### config.mk
export PLATFORM = sky130hd
export DESIGN_NAME = sdhci_cmd_top
export DESIGN_NICKNAME = d
export VERILOG_FILES = /design/src/verilog/sdhci_cmd_pkg.sv /design/src/verilog/sd_cmd_fifo.sv /design/src/verilog/sd_cmd_frame_builder.sv /design/src/verilog/sd_cmd_line_driver.sv /design/src/verilog/sdhci_cmd_top.sv
export VERILOG_INCLUDE_DIRS = /design/src /design/src/verilog
export SDC_FILE = /design/constraint.sdc
export NUM_CORES = 1
export LEC_CHECK = 0
export BUFFER_PORTS_ARGS = -buffer_cell sky130_fd_sc_hd__buf_2
export CELL_PAD_IN_SITES_DETAIL_PLACEMENT = 0
export CELL_PAD_IN_SITES_GLOBAL_PLACEMENT = 1
export CORE_ASPECT_RATIO = 2
export CORE_UTILIZATION = 52
export DETAILED_ROUTE_END_ITERATION = 6
export MAX_ROUTING_LAYER = met4
export PLACE_DENSITY = 0.75
export SLEW_MARGIN = 20
export SYNTH_ARGS = -nofsm -noshare
export SYNTH_HDL_FRONTEND = slang
export SYNTH_HIERARCHICAL = 1
export SYNTH_SLANG_ARGS = --single-unit
### constraint.sdc
create_clock -name clk_i -period 4.6 [get_ports clk_i]
set_input_delay 0.69 -clock clk_i [delete_from_list [all_inputs] [get_ports clk_i]]
set_output_delay 0.69 -clock clk_i [all_outputs]
set_load 0.03 [all_outputs]
### src/verilog/sdhci_settings.svh
// ~~~~~~~~~~~~~~~~~~~~~~~~~~~~~~~~~~~~~~~~~~~~~~~~~~~~~~~~~~~~~~~~~~~~~~~~~~
// build settings of the SD command path: FIFO depth, SD clock divider
// and the command frame length
// ~~~~~~~~~~~~~~~~~~~~~~~~~~~~~~~~~~~~~~~~~~~~~~~~~~~~~~~~~~~~~~~~~~~~~~~~~~

`ifndef SDHCI_SETTINGS_SVH
`define SDHCI_SETTINGS_SVH

// frames the command FIFO can hold
`define SDHCI_CMD_FIFO_DEPTH 4

// log2 of half an SD clock period in system clocks
// 1 -> sd_clk toggles every 2 cycles, one SD clock = 4 system clocks
`define SDHCI_CLK_DIV_LOG 1

`define SDHCI_FRAME_BITS 48 // start + dir + index + arg + crc7 + end

`endif

### src/verilog/sdhci_cmd_pkg.sv
// ~~~~~~~~~~~~~~~~~~~~~~~~~~~~~~~~~~~~~~~~~~~~~~~~~~~~~~~~~~~~~~~~~~~~~~~~~~
// types shared by the SD command path: command request, frame fields
// and the frame union seen as fields or as a raw shift word
// ~~~~~~~~~~~~~~~~~~~~~~~~~~~~~~~~~~~~~~~~~~~~~~~~~~~~~~~~~~~~~~~~~~~~~~~~~~

`include "sdhci_settings.svh"

package sdhci_cmd_pkg;

  // what software hands over for one command
  typedef struct packed {
    logic [5:0]  index;
    logic [31:0] arg;
  } sd_cmd_req_t;

  // SD command token as it appears on the CMD line, MSB first
  typedef struct packed {
    logic        start_bit; // always 0
    logic        trans_bit; // 1 = host to card
    logic [5:0]  index;
    logic [31:0] arg;
    logic [6:0]  crc;
    logic        end_bit;   // always 1
  } sd_cmd_frame_t;

  // builder fills in fields, line driver shifts raw
  typedef union packed {
    sd_cmd_frame_t                fields;
    logic [`SDHCI_FRAME_BITS-1:0] raw;
  } sd_cmd_frame_u;

endpackage

### src/verilog/sd_cmd_fifo.sv
// ~~~~~~~~~~~~~~~~~~~~~~~~~~~~~~~~~~~~~~~~~~~~~~~~~~~~~~~~~~~~~~~~~~~~~~~~~~
// circular queue of SD command frames with valid/ready pop side
// ~~~~~~~~~~~~~~~~~~~~~~~~~~~~~~~~~~~~~~~~~~~~~~~~~~~~~~~~~~~~~~~~~~~~~~~~~~

`timescale 1ns/100ps
`include "sdhci_settings.svh"

module sd_cmd_fifo (
  input  logic                         clk_i,
  input  logic                         software_reset_cmd_q,

  input  logic                         push_i,
  input  sdhci_cmd_pkg::sd_cmd_frame_u push_frame_i,
  output logic                         full_o,

  output logic                         pop_valid_o,
  input  logic                         pop_ready_i,
  output sdhci_cmd_pkg::sd_cmd_frame_u pop_frame_o
);

  localparam int Depth = `SDHCI_CMD_FIFO_DEPTH;
  localparam int PtrW  = (Depth > 1) ? $clog2(Depth) : 1;
  localparam int CntW  = $clog2(Depth + 1);
  localparam logic [PtrW-1:0] LastPtr = PtrW'(Depth - 1);

  sdhci_cmd_pkg::sd_cmd_frame_u mem_q [Depth];

  logic [PtrW-1:0] wr_ptr_q, rd_ptr_q;
  logic [CntW-1:0] count_q;
  logic            push_en, pop_en;

  assign full_o      = (count_q == CntW'(Depth));
  assign pop_valid_o = (count_q != '0);
  assign pop_frame_o = mem_q[rd_ptr_q];

  assign push_en = push_i & ~full_o;        // push on full is dropped
  assign pop_en  = pop_ready_i & pop_valid_o;

  always_ff @(posedge clk_i) begin
    if (push_en) begin
      mem_q[wr_ptr_q] <= push_frame_i;
    end
  end

  always_ff @(posedge clk_i) begin
    if (software_reset_cmd_q) begin
      wr_ptr_q <= '0;
      rd_ptr_q <= '0;
      count_q  <= '0;
    end else begin
      if (push_en) begin
        wr_ptr_q <= (wr_ptr_q == LastPtr) ? '0 : wr_ptr_q + 1'b1;
      end
      if (pop_en) begin
        rd_ptr_q <= (rd_ptr_q == LastPtr) ? '0 : rd_ptr_q + 1'b1;
      end
      // simultaneous push and pop leaves the count alone
      if (push_en && !pop_en) begin
        count_q <= count_q + 1'b1;
      end else if (pop_en && !push_en) begin
        count_q <= count_q - 1'b1;
      end
    end
  end

endmodule

### src/verilog/sd_cmd_frame_builder.sv
// ~~~~~~~~~~~~~~~~~~~~~~~~~~~~~~~~~~~~~~~~~~~~~~~~~~~~~~~~~~~~~~~~~~~~~~~~~~
// command intake with req/ack handshake, frame assembly with CRC7
// and single-cycle push into the command FIFO
// ~~~~~~~~~~~~~~~~~~~~~~~~~~~~~~~~~~~~~~~~~~~~~~~~~~~~~~~~~~~~~~~~~~~~~~~~~~

`timescale 1ns/100ps

module sd_cmd_frame_builder (
  input  logic                         clk_i,
  input  logic                         software_reset_cmd_q,

  input  logic                         cmd_req_i,
  input  sdhci_cmd_pkg::sd_cmd_req_t   cmd_i,
  output logic                         cmd_ack_o,

  input  logic                         full_i,
  output logic                         push_o,
  output sdhci_cmd_pkg::sd_cmd_frame_u push_frame_o,

  output logic                         busy_o
);

  // CRC7 with generator x^7 + x^3 + 1, MSB first, seeded with zero
  function automatic logic [6:0] crc7(input logic [39:0] data);
    logic [6:0] crc;
    logic       fb;
    crc = '0;
    for (int i = 39; i >= 0; i--) begin
      fb  = data[i] ^ crc[6];
      crc = {crc[5:0], 1'b0};
      if (fb) begin
        crc = crc ^ 7'h09;
      end
    end
    return crc;
  endfunction

  logic        cmd_ack_q;
  logic        new_req; // req high, not yet acknowledged
  logic [39:0] header;

  assign new_req = cmd_req_i & ~cmd_ack_q;
  assign header  = {1'b0, 1'b1, cmd_i.index, cmd_i.arg};

  // push as soon as there is room, ack follows on the next edge
  assign push_o = new_req & ~full_i;
  assign busy_o = new_req;  // accepted but not in the FIFO yet

  always_comb begin
    push_frame_o.fields.start_bit = 1'b0;
    push_frame_o.fields.trans_bit = 1'b1;
    push_frame_o.fields.index     = cmd_i.index;
    push_frame_o.fields.arg       = cmd_i.arg;
    push_frame_o.fields.crc       = crc7(header);
    push_frame_o.fields.end_bit   = 1'b1;
  end

  always_ff @(posedge clk_i) begin
    if (software_reset_cmd_q) begin
      cmd_ack_q <= 1'b0;
    end else if (push_o) begin
      cmd_ack_q <= 1'b1;          // frame is in the FIFO now
    end else if (!cmd_req_i) begin
      cmd_ack_q <= 1'b0;          // host released req
    end
  end

  assign cmd_ack_o = cmd_ack_q;

endmodule

### src/verilog/sd_cmd_line_driver.sv
// ~~~~~~~~~~~~~~~~~~~~~~~~~~~~~~~~~~~~~~~~~~~~~~~~~~~~~~~~~~~~~~~~~~~~~~~~~~
// SD clock divider and CMD line serializer with inter-frame gap
// ~~~~~~~~~~~~~~~~~~~~~~~~~~~~~~~~~~~~~~~~~~~~~~~~~~~~~~~~~~~~~~~~~~~~~~~~~~

`timescale 1ns/100ps
`include "sdhci_settings.svh"

module sd_cmd_line_driver (
  input  logic                         clk_i,
  input  logic                         software_reset_cmd_q,

  input  logic                         pop_valid_i,
  input  sdhci_cmd_pkg::sd_cmd_frame_u pop_frame_i,
  output logic                         pop_ready_o,

  output logic                         sd_clk_o,
  output logic                         sd_cmd_o,
  output logic                         sd_cmd_en_o,
  output logic                         busy_o
);

  localparam int DivW      = (`SDHCI_CLK_DIV_LOG > 0) ? `SDHCI_CLK_DIV_LOG : 1;
  localparam int FrameBits = `SDHCI_FRAME_BITS;
  localparam int BitCntW   = $clog2(FrameBits);
  localparam logic [DivW-1:0]    HalfMax = DivW'((1 << `SDHCI_CLK_DIV_LOG) - 1);
  localparam logic [BitCntW-1:0] LastBit = BitCntW'(FrameBits - 1);
  localparam logic [2:0]         GapLast = 3'd7; // 8 idle SD clocks

  typedef enum logic [1:0] {
    st_idle,
    st_shift,
    st_gap
  } state_e;

  state_e               state_q;
  logic [DivW-1:0]      div_cnt_q;
  logic                 sd_clk_q;
  logic                 tick;      // sd_clk edge on next clock
  logic                 fall_stb;  // sd_clk about to fall
  logic [FrameBits-1:0] shift_q;
  logic [BitCntW-1:0]   bit_cnt_q;
  logic [2:0]           gap_cnt_q;
  logic                 cmd_q, cmd_en_q;

  assign tick        = (state_q != st_idle) && (div_cnt_q == HalfMax);
  assign fall_stb    = tick & sd_clk_q;
  assign pop_ready_o = (state_q == st_idle) & pop_valid_i;

  // divider restarts from the low phase for every frame
  always_ff @(posedge clk_i) begin
    if (software_reset_cmd_q) begin
      div_cnt_q <= '0;
      sd_clk_q  <= 1'b0;
    end else if (state_q == st_idle) begin
      div_cnt_q <= '0;
      sd_clk_q  <= 1'b0;
    end else begin
      div_cnt_q <= tick ? '0 : div_cnt_q + 1'b1;
      if (tick) begin
        sd_clk_q <= ~sd_clk_q;
      end
    end
  end

  // first bit goes out on load, the rest on each falling edge
  always_ff @(posedge clk_i) begin
    if (pop_ready_o) begin
      shift_q <= {pop_frame_i.raw[FrameBits-2:0], 1'b1};
    end else if (state_q == st_shift && fall_stb) begin
      shift_q <= {shift_q[FrameBits-2:0], 1'b1};
    end
  end

  always_ff @(posedge clk_i) begin
    if (software_reset_cmd_q) begin
      state_q   <= st_idle;
      bit_cnt_q <= '0;
      gap_cnt_q <= '0;
      cmd_q     <= 1'b1;   // line idles high
      cmd_en_q  <= 1'b0;
    end else begin
      case (state_q)
        st_idle: if (pop_ready_o) begin
          state_q   <= st_shift;
          bit_cnt_q <= '0;
          cmd_q     <= pop_frame_i.raw[FrameBits-1];
          cmd_en_q  <= 1'b1;
        end
        st_shift: if (fall_stb) begin
          if (bit_cnt_q == LastBit) begin
            state_q   <= st_gap;
            gap_cnt_q <= '0;
            cmd_q     <= 1'b1;
            cmd_en_q  <= 1'b0;
          end else begin
            bit_cnt_q <= bit_cnt_q + 1'b1;
            cmd_q     <= shift_q[FrameBits-1];
          end
        end
        st_gap: if (fall_stb) begin
          gap_cnt_q <= gap_cnt_q + 1'b1;
          if (gap_cnt_q == GapLast) state_q <= st_idle; // sd_clk is low again here
        end
        default: state_q <= st_idle;
      endcase
    end
  end

  assign sd_clk_o    = sd_clk_q;
  assign sd_cmd_o    = cmd_q;
  assign sd_cmd_en_o = cmd_en_q;
  assign busy_o      = (state_q != st_idle);

endmodule

### src/verilog/sdhci_cmd_top.sv
// ~~~~~~~~~~~~~~~~~~~~~~~~~~~~~~~~~~~~~~~~~~~~~~~~~~~~~~~~~~~~~~~~~~~~~~~~~~
// SD host command path: frame builder, command FIFO and line driver
// ~~~~~~~~~~~~~~~~~~~~~~~~~~~~~~~~~~~~~~~~~~~~~~~~~~~~~~~~~~~~~~~~~~~~~~~~~~

`timescale 1ns/100ps

module sdhci_cmd_top (
  input  logic                       clk_i,
  input  logic                       software_reset_cmd_q,

  input  logic                       cmd_req_i,
  input  sdhci_cmd_pkg::sd_cmd_req_t cmd_i,
  output logic                       cmd_ack_o,
  output logic                       cmd_inhibit_o,

  output logic                       sd_clk_o,
  output logic                       sd_cmd_o,
  output logic                       sd_cmd_en_o
);

  logic                         push, full, builder_busy;
  logic                         pop_valid, pop_ready, driver_busy;
  sdhci_cmd_pkg::sd_cmd_frame_u push_frame, pop_frame;

  sd_cmd_frame_builder i_frame_builder (
    .clk_i,
    .software_reset_cmd_q,
    .cmd_req_i,
    .cmd_i,
    .cmd_ack_o,
    .full_i       (full),
    .push_o       (push),
    .push_frame_o (push_frame),
    .busy_o       (builder_busy)
  );

  sd_cmd_fifo i_cmd_fifo (
    .clk_i,
    .software_reset_cmd_q,
    .push_i       (push),
    .push_frame_i (push_frame),
    .full_o       (full),
    .pop_valid_o  (pop_valid),
    .pop_ready_i  (pop_ready),
    .pop_frame_o  (pop_frame)
  );

  sd_cmd_line_driver i_line_driver (
    .clk_i,
    .software_reset_cmd_q,
    .pop_valid_i (pop_valid),
    .pop_frame_i (pop_frame),
    .pop_ready_o (pop_ready),
    .sd_clk_o,
    .sd_cmd_o,
    .sd_cmd_en_o,
    .busy_o      (driver_busy)
  );

  // queued frames count as busy too
  assign cmd_inhibit_o = builder_busy | pop_valid | driver_busy;

endmodule

==> impl_metrics.tcl, run 1 <==
set metrics [dict create \
    min_to "i_cmd_fifo/mem_q[1][11]" \
    netlist_area_sq_mm 0.0113 \
    cp.arrival_ns 3.36 \
    hold_buffers 0 \
    synth_common_cells "239 x edfxtp_1, 145 x nand2_1, 48 x mux4_2" \
    cts_tree "built" \
    synth_top_area_share_pct 63.5 \
    clock-sinks 264 \
    timing.rr.start "i_cmd_fifo/count_q[0]" \
    crit_path_max_incr_delay_ns 0.45 \
    power_density_mw_per_mm2 630 \
    ir_drop_mv 0.502 \
    drive_gt1_share_pct 23.1 \
    crit_fanout 7 \
    yosys_warnings 6 \
    grt_overflow 0 \
    period_minus_slack_ns 2.90 \
    path_class "register to register" \
    rsz0062_at_grt "no" \
    outcome "complete, no violations" \
    portBuffers 45 \
    crit_top_cell "inv_1" \
    antenna_left 0 \
    multi_input_area_sq_mm 0.00312 \
    hpwl_microns 13800 \
    num_vias 5513 \
    r2r_end "i_cmd_fifo/count_q[2]" \
    ios 46 \
    clk_latency_ns 0.53 \
    drtPass1Iterations 4 \
    whs_path_depth 1 \
    num-fill-cells 1672 \
    cpLargestDelayFamily "simple AND/OR/NAND/NOR gates" \
    drv_slew 0 \
    vias_per_cell 5.54 \
    grt_pass1_wl_microns 33700 \
    cpMaxStageDelayCell "dfxtp_1" \
    routed_wl_microns 21300 \
    synth_area_per_cell_sq_um 16.4 \
    synthTopCellsByArea "edfxtp_1 64%, mux4_2 9.6%, nand2_1 4.8%, dfxtp_1 4.4%, buf_4 3.1%" \
    nets 756 \
    start_kind "register" \
    die_h_microns 210 \
    drtIter0Drc 340 \
    reg2regPathDepth 11 \
    synth_enable_flop_cells 239 \
    grt_usage_pct 21.1 \
    path_buf_inv 3 \
    min_from "cmd_i[3]" \
    areaGrowthSynthToFinish_pct 9.14 \
    tightest_slew_ns 1.01 \
    postCtsSetupBuffers 0 \
    clkSlewWorstSetupHoldPaths_ns 0.06 \
    yosysTopAreaCell "edfxtp_1" \
    antenna_found_initial 1 \
    die_w_microns 106 \
    synth_cells 688 \
    cts_buffer_depth 3 \
    finalHoldViolCount 0 \
    r2r_slack_ns 1.70 \
    maxCapViolCount 0 \
    row_count 76 \
    finalCritPeriodShare_pct 63.0 \
    grt_pass1_vias 6063 \
    setup_tns_ns 0 \
    start_util_pct 52.8 \
    synth_most_common_cell "edfxtp_1" \
    setup_violations 0 \
    fp.coreArea_sq_mm 0.0214 \
    cts_resized 0 \
    drc_errors 0 \
    die_area_sq_mm 0.0224 \
    cts_buffers 24 \
    fmax_mhz 345 \
    wl_per_cell_microns 21.4 \
    placed_cell_area_sq_mm 0.0115 \
    hold_path_class "primary input to register" \
    critical_path_required_ns 5.06 \
    fin_worst_skew_ns 0.00643 \
    synth_flop_cell "edfxtp_1" \
    routabilityCongestion 0.793 \
    cts_max_level 1 \
    grt_start_max_net_pins 52 \
    slew_headroom_pct 32.5 \
    ys_seq_area_share_pct 68.0 \
    stdcell_area_sq_mm 0.0123 \
    worstPathCellList "or3b_1 -> clkinv_4 -> nor2b_1 -> inv_1 -> nor2_2 -> ha_1 -> inv_1 -> fa_1 -> xor2_1 -> or3_2 -> a21oi_1" \
    regArea_sq_mm 0.00768 \
    yosysUniqueCellTypes 55 \
    root_buffer "clkbuf_16" \
    synth-seq-cells 264 \
    power.leakage_nw 4.41 \
    worstSetupPathDepth 11 \
    critPathCaptureType "register" \
    async_flop_share_pct 0 \
]
## worst max path at each step
stage                           from                      end  slack [ns]
3_3_place_gp               cmd_i[37]   i_cmd_fifo/mem_q[2][2]        1.63
5_1_grt        i_cmd_fifo/count_q[0]    i_cmd_fifo/count_q[2]        1.40
6_report       i_cmd_fifo/count_q[0]    i_cmd_fifo/count_q[2]        1.70
2_1_floorplan  i_cmd_fifo/count_q[1]    i_cmd_fifo/count_q[2]        1.74
3_5_place_dp               cmd_i[34]   i_cmd_fifo/mem_q[2][4]        1.51
4_1_cts        i_cmd_fifo/count_q[0]  i_cmd_fifo/mem_q[1][36]        1.67
## cells by family (layout without fill, tap and decap cells)
group / Yosys count / after routing / synth area share (%)
muxes: 52 / 52 / 9.93
DFF: 264 / 264 / 68.0
and+or+nand+nor: 197 / 197 / 7.55
xor gates and xnor gates: 59 / 59 / 6.92
other: 2 / 4 / 0.0665
buffers and inverters: 75 / 108 / 4.47
AOI/OAI and AO/OA: 29 / 29 / 1.93
adders and majority gates: 10 / 10 / 1.17
## worst register-to-register path, stage by stage, from the launching register on
cell	delay, ns
dfxtp_1	0.45
or3b_1	0.32
clkinv_4	0.10
nor2b_1	0.35
inv_1	0.12
nor2_2	0.16
ha_1	0.19
inv_1	0.06
fa_1	0.37
xor2_1	0.16
or3_2	0.40
a21oi_1	0.15
## routing by layer
layer | track usage, % | wire length [microns] | vias to the layer above
met5 | - | 0 | -
met4 | 9.96 | 875 | 0
met3 | 2.54 | 866 | 44
met2 | 37.5 | 11800 | 130
met1 | 23.1 | 7700 | 2806
li1 | - | - | 2533
## cell usage in the layout, fill, tap and decap left out, types with 6 or more instances in the layout
cell type and instances:
nand2_1 144, inv_1 7, dfxtp_1 23, nor2_1 11, mux4_2 48, nand3_1 8
buf_2 45, buf_4 11, ha_1 9, edfxtp_1 239, xnor3_1 9, a21oi_1 11
xnor2_1 31, clkinv_1 6, xor2_1 9, clkbuf_16 25
## power by group
group,switching [mW],internal [mW]
clock,0.861,1.21
combinational,1.18,0.880
sequential,0.222,3.42
## state kept, by name (all words and copies together) (netlist names), named ones only
signal,flops
i_cmd_fifo/count_q,3
i_cmd_fifo/mem_q,192
i_cmd_fifo/rd_ptr_q,2
i_cmd_fifo/wr_ptr_q,2
i_frame_builder/cmd_ack_o,1
i_line_driver/bit_cnt_q,6
i_line_driver/div_cnt_q,1
i_line_driver/gap_cnt_q,3
i_line_driver/sd_clk_o,1
i_line_driver/sd_cmd_en_o,1
i_line_driver/sd_cmd_o,1
i_line_driver/shift_q,47
i_line_driver/state_q,2
## layout make-up
| type | count | area share [%] |
|---|---|---|
| antenna | 1 | 0.0203 |
| clock buffer | 26 | 5.10 |
| clock inverter | 17 | 1.54 |
| inverter | 8 | 0.284 |
| multi-input combinational | 350 | 25.3 |
| sequential | 264 | 62.3 |
| tap | 273 | 2.77 |
| timing repair buffer | 57 | 2.66 |
## stage by stage
stage / hold slack (ns) / setup slack [ns] / std cells / total power [mW] / utilization [%]
global placement: 0.461 / 1.63 / 951 / 5.70 / 53.7
CTS: 0.378 / 1.67 / 994 / 7.86 / 57.5
finish: 0.401 / 1.70 / 996 / 7.77 / 57.6
global route: 0.385 / 1.40 / 996 / 8.17 / 57.6
detailed placement: 0.467 / 1.51 / 951 / 5.77 / 53.7
floorplan: 0.461 / 1.74 / 689 / 5.27 / -
Note: power is estimated with default switching activity, not from simulation.
==> run 2, diff against run 1 <==
- clock period: 4.6 -> 2.9 ns (I/O delays scaled with it)
==> impl_metrics.tcl, run 2 (synthesis results as in run 1) <==
set metrics [dict create \
    outcome "complete, no violations" \
    placed_cell_area_sq_mm 0.0116 \
    period_minus_slack_ns 2.79 \
    clkSlewWorstSetupHoldPaths_ns 0.07 \
    setup_tns_ns 0 \
    power.leakage_nw 4.43 \
    p_int_mw 8.72 \
    finalHoldViolCount 0 \
    fmax_mhz 359 \
    cpMaxStageDelayCell "or3_2" \
    row_count 76 \
    pwr-share-comb_pct 27.3 \
    crit_path_max_incr_delay_ns 0.52 \
    critical_path_required_ns 3.34 \
    cts_tree "built" \
    clkPwrFrac_pct 25.9 \
    ios 46 \
    cts_buffer_depth 3 \
    drtPass1Iterations 4 \
    slew_headroom_pct 48.1 \
    grt_overflow 0 \
    die_h_microns 210 \
    cts_max_level 1 \
    drv_slew 0 \
    clk_latency_ns 0.53 \
    cts_buffers 24 \
    crit_fanout 5 \
    grt_pass1_vias 5987 \
    root_buffer "clkbuf_16" \
    swShare_pct 29.1 \
    cp.arrival_ns 3.23 \
    finalCritPeriodShare_pct 96.1 \
    drive_gt1_share_pct 23.2 \
    regArea_sq_mm 0.00768 \
    power.switching_mw 3.57 \
    cts_resized 0 \
    clock-sinks 264 \
    grt_start_max_net_pins 52 \
    maxCapViolCount 0 \
    routed_wl_microns 21400 \
    critPathCaptureType "register" \
    routabilityCongestion 0.779 \
    power_density_mw_per_mm2 994 \
    route.met3.wl_microns 900 \
    start_kind "register" \
    worstPathCellList "or3_2 -> or3b_2 -> inv_1 -> o31ai_2 -> ha_1 -> inv_1 -> fa_1 -> xor2_1 -> or3_2 -> a21oi_1" \
    top_layer_used "met4" \
    antenna_left 0 \
    num_vias 5576 \
    top_regs "i_cmd_fifo/mem_q: 192 flops, i_line_driver/shift_q: 47 flops, i_line_driver/bit_cnt_q: 6 flops" \
    vias_per_cell 5.58 \
    hold_path_class "primary input to register" \
    stdcell_area_sq_mm 0.0124 \
    final_cell_mix "239 x edfxtp_1, 144 x nand2_1, 48 x mux4_2" \
    top_register "i_cmd_fifo/mem_q" \
    hold_buffers 0 \
    multi_input_area_sq_mm 0.00312 \
    portBuffers 45 \
    tightest_slew_ns 0.778 \
    ir_drop_mv 0.615 \
    areaGrowthSynthToFinish_pct 9.44 \
    hpwl_microns 13100 \
    wl_met2_microns 11900 \
    drtIter0Drc 340 \
    start_util_pct 52.8 \
    rsz0062_at_grt "no" \
    power_frac_seq_pct 46.8 \
    postCtsSetupBuffers 0 \
    die_w_microns 106 \
    largest_reg_flops 192 \
    grt_usage_pct 20.8 \
    path_class "register to register" \
    met1_length_microns 7940 \
    drc_errors 0 \
    die_area_sq_mm 0.0224 \
    fin_hold_ws_ns 0.153 \
    antenna_found_initial 2 \
    fin_worst_skew_ns 0.0116 \
    nets 759 \
    final_common_cell "edfxtp_1" \
    wl_per_cell_microns 21.4 \
    setup_violations 0 \
    grt_pass1_wl_microns 33200 \
    num-fill-cells 1653 \
    fp.coreArea_sq_mm 0.0214 \
]
-- run 2: cell types whose count changed in the layout (fill, tap and decap cells not counted), sizes merged --
| cell | before | now |
|---|---|---|
| diode | 1 | 2 |
| clkinv | 11 | 10 |
| clkinvlp | 2 | 0 |
| bufinv | 4 | 3 |
| buf | 57 | 60 |
| clkbuf | 26 | 31 |
| inv | 8 | 7 |
-- run 2: path summary, 6_finish.rpt --
kind | from | to | slack, ns | cells after the start
worst max-delay path | i_cmd_fifo/count_q[1] | i_cmd_fifo/count_q[2] | 0.11 | 10
worst min-delay path | cmd_i[3] | i_cmd_fifo/mem_q[1][11] | 0.15 | 1
worst max register to register | i_cmd_fifo/count_q[1] | i_cmd_fifo/count_q[2] | 0.11 | 10
worst min register to register | i_line_driver/sd_cmd_en_o | i_line_driver/sd_cmd_en_o | 0.48 | 2
-- run 2: critical path, delay by kind of cell, from the launching register on --
kind,cells,cell delay (ns)
simple gates,3,1.16
flops,1,0.37
xor+xnor,1,0.16
buf+inv,2,0.12
compound gates,2,0.28
fa+ha+maj,2,0.63
-- run 2: metrics by stage --
step | utilization, % | total power, mW | setup slack, ns | cells
final | 57.8 | 12.3 | 0.114 | 1000
after global routing | 57.8 | 12.9 | 0.00394 | 1000
after CTS | 57.8 | 12.4 | 0.115 | 998
after detailed placement | 54.1 | 9.24 | 0.0628 | 955
after global placement | 54.1 | 9.09 | 0.174 | 955
after floorplan | - | 8.37 | 0.0420 | 689
-- run 2: per-layer routing --
metal / global-route usage [%] / vias to the layer above
met1: 22.8 / 2874
li1: - / 2548
met2: 37.6 / 126
met5: - / -
met4: 8.48 / 0
met3: 2.91 / 28
-- run 2: area by class of cell --
cell class                 instances  area share [%]
timing repair buffer              60            3.14
sequential                       264            62.1
tap                              273            2.76
antenna                            2          0.0405
clock inverter                    12            1.15
clock buffer                      31            5.24
inverter                           8           0.283
multi-input combinational        350            25.2
-- run 2: power groups by stage --
| stage | clock [mW] | combinational, mW | sequential (mW) |
|---|---|---|---|
| 2_1_floorplan | 0 | 2.69 | 5.68 |
| 3_3_place_gp | 0 | 3.29 | 5.80 |
| 3_5_place_dp | 0 | 3.40 | 5.84 |
| 4_1_cts | 3.26 | 3.41 | 5.76 |
| 5_1_grt | 3.39 | 3.70 | 5.84 |
| 6_report | 3.18 | 3.36 | 5.75 |
==> run 3, diff against run 2 <==
- CORE_MARGIN: not set -> 4
==> impl_metrics.tcl, run 3 (synthesis results as in run 1) <==
set metrics [dict create \
    path_class "register to register" \
    finalCritPeriodShare_pct 94.0 \
    drv_slew 0 \
    fp.coreArea_sq_mm 0.0215 \
    start_kind "register" \
    maxCapViolCount 0 \
    worstPathCellList "or3_2 -> or3b_2 -> inv_1 -> o31ai_2 -> ha_1 -> inv_1 -> fa_1 -> xor2_1 -> or3_2 -> a21oi_1" \
    stdcell_area_sq_mm 0.0123 \
    num-fill-cells 1736 \
    row_count 76 \
    drc_errors 0 \
    fin_worst_skew_ns 0.0160 \
    antenna_left 0 \
    power_mw 12.2 \
    start_util_pct 52.6 \
    grt.busiest_layer "met2" \
    grt_start_max_net_pins 51 \
    cp.arrival_ns 3.17 \
    cts_buffers 23 \
    cpMaxStageDelayCell "or3_2" \
    drtPass1Iterations 4 \
    crit_path_max_incr_delay_ns 0.50 \
    postCtsSetupBuffers 0 \
    top_regs "i_cmd_fifo/mem_q: 192 flops, i_line_driver/shift_q: 47 flops, i_line_driver/bit_cnt_q: 6 flops" \
    vias_per_cell 5.59 \
    routabilityCongestion 0.778 \
    cts_tree "built" \
    die_h_microns 216 \
    period_minus_slack_ns 2.73 \
    cts_max_level 1 \
    largest_reg_flops 192 \
    clock-sinks 264 \
    globalRouteMet2Util_pct 35.0 \
    grt_overflow 0 \
    met3_usage_pct 1.98 \
    critical_path_required_ns 3.35 \
    timing.rr.start "i_cmd_fifo/count_q[1]" \
    tightest_slew_ns 0.779 \
    grt_pass1_vias 6108 \
    fmax_mhz 367 \
    root_buffer "clkbuf_16" \
    nets 760 \
    final_common_cell "edfxtp_1" \
    power_density_mw_per_mm2 988 \
    die_w_microns 112 \
    rsz0062_at_grt "no" \
    clk_latency_ns 0.52 \
    outcome "complete, no violations" \
    finalHoldViolCount 0 \
    die_area_sq_mm 0.0243 \
    crit_fanout 4 \
    min_from "cmd_i[3]" \
    areaGrowthSynthToFinish_pct 9.07 \
    ir_drop_mv 0.616 \
    hold_path_class "primary input to register" \
    grt_usage_pct 18.9 \
    crit_path_start "i_cmd_fifo/count_q[1]" \
    antenna_found_initial 1 \
    grt_pass1_wl_microns 34500 \
    routed_wl_microns 21500 \
    setup_tns_ns 0 \
    placed_cell_area_sq_mm 0.0116 \
    wl_per_cell_microns 21.5 \
    reg2regPathDepth 10 \
    critPathCaptureType "register" \
    num_vias 5591 \
    drtIter0Drc 319 \
    setup_violations 0 \
    portBuffers 45 \
    top_register "i_cmd_fifo/mem_q" \
    clkSlewWorstSetupHoldPaths_ns 0.07 \
    power.leakage_nw 4.41 \
    final_cell_mix "239 x edfxtp_1, 144 x nand2_1, 48 x mux4_2" \
    whs_path_depth 1 \
    drive_gt1_share_pct 23.3 \
    cts_buffer_depth 3 \
    fin_util_pct 57.3 \
    hpwl_microns 13400 \
    ios 46 \
    use_met1_pct 21.6 \
    slew_headroom_pct 48.1 \
]
-- run 3: cell count changes in the layout (fill, tap and decap cells not counted), sizes merged --
cell / before / now
clkbuf: 31 / 27
buf: 60 / 62
clkinv: 10 / 11
clkinvlp: 0 / 1
-- run 3: worst paths after layout --
path / endpoint / slack, ns
setup reg to reg: i_cmd_fifo/count_q[2] / 0.17
hold reg to reg: i_line_driver/sd_cmd_o / 0.48
setup / recovery: i_cmd_fifo/count_q[2] / 0.17
hold / removal: i_cmd_fifo/mem_q[0][11] / 0.16
-- run 3: cell type report --
class,instances,area (sq um),area share [%]
clock inverters,14,141,1.15
inverters,8,35.0,0.284
diodes,2,5.00,0.0406
well taps,273,342,2.77
clock buffers,27,591,4.79
flip-flops and latches,264,7680,62.3
repair buffers,62,403,3.27
multi-input cells,350,3120,25.4
-- run 3: timing repair --
item                       CTS  global route
hold buffers                 0             0
setup endpoints to repair    0             1
resized for setup            0             1
-- run 3: stage by stage --
step                setup slack (ns)  hold slack (ns)  cells
global placement               0.182            0.464    957
finish                         0.173            0.156   1000
floorplan                     0.0420            0.461    689
CTS                            0.170            0.133    998
detailed placement             0.107            0.468    957
global route                  0.0656            0.151    999
-- run 3: metal layers --
metal	part of all wire [%]	vias to the layer above
met3	3.8	27
met4	1.8	0
met1	36	2907
li1	-	2549
met5	0	-
met2	58	108
-- run 3: power by group --
| group | internal, mW | switching, mW |
|---|---|---|
| registers | 5.42 | 0.338 |
| clock network | 1.72 | 1.30 |
| logic | 1.46 | 1.93 |
-- run 3: critical path: cells and delay by family (launching register included) --
family,cells,cell delay (ns)
simple gates,3,1.15
fa+ha+maj,2,0.63
flops,1,0.32
compound gates,2,0.25
xor+xnor,1,0.17
buf+inv,2,0.14
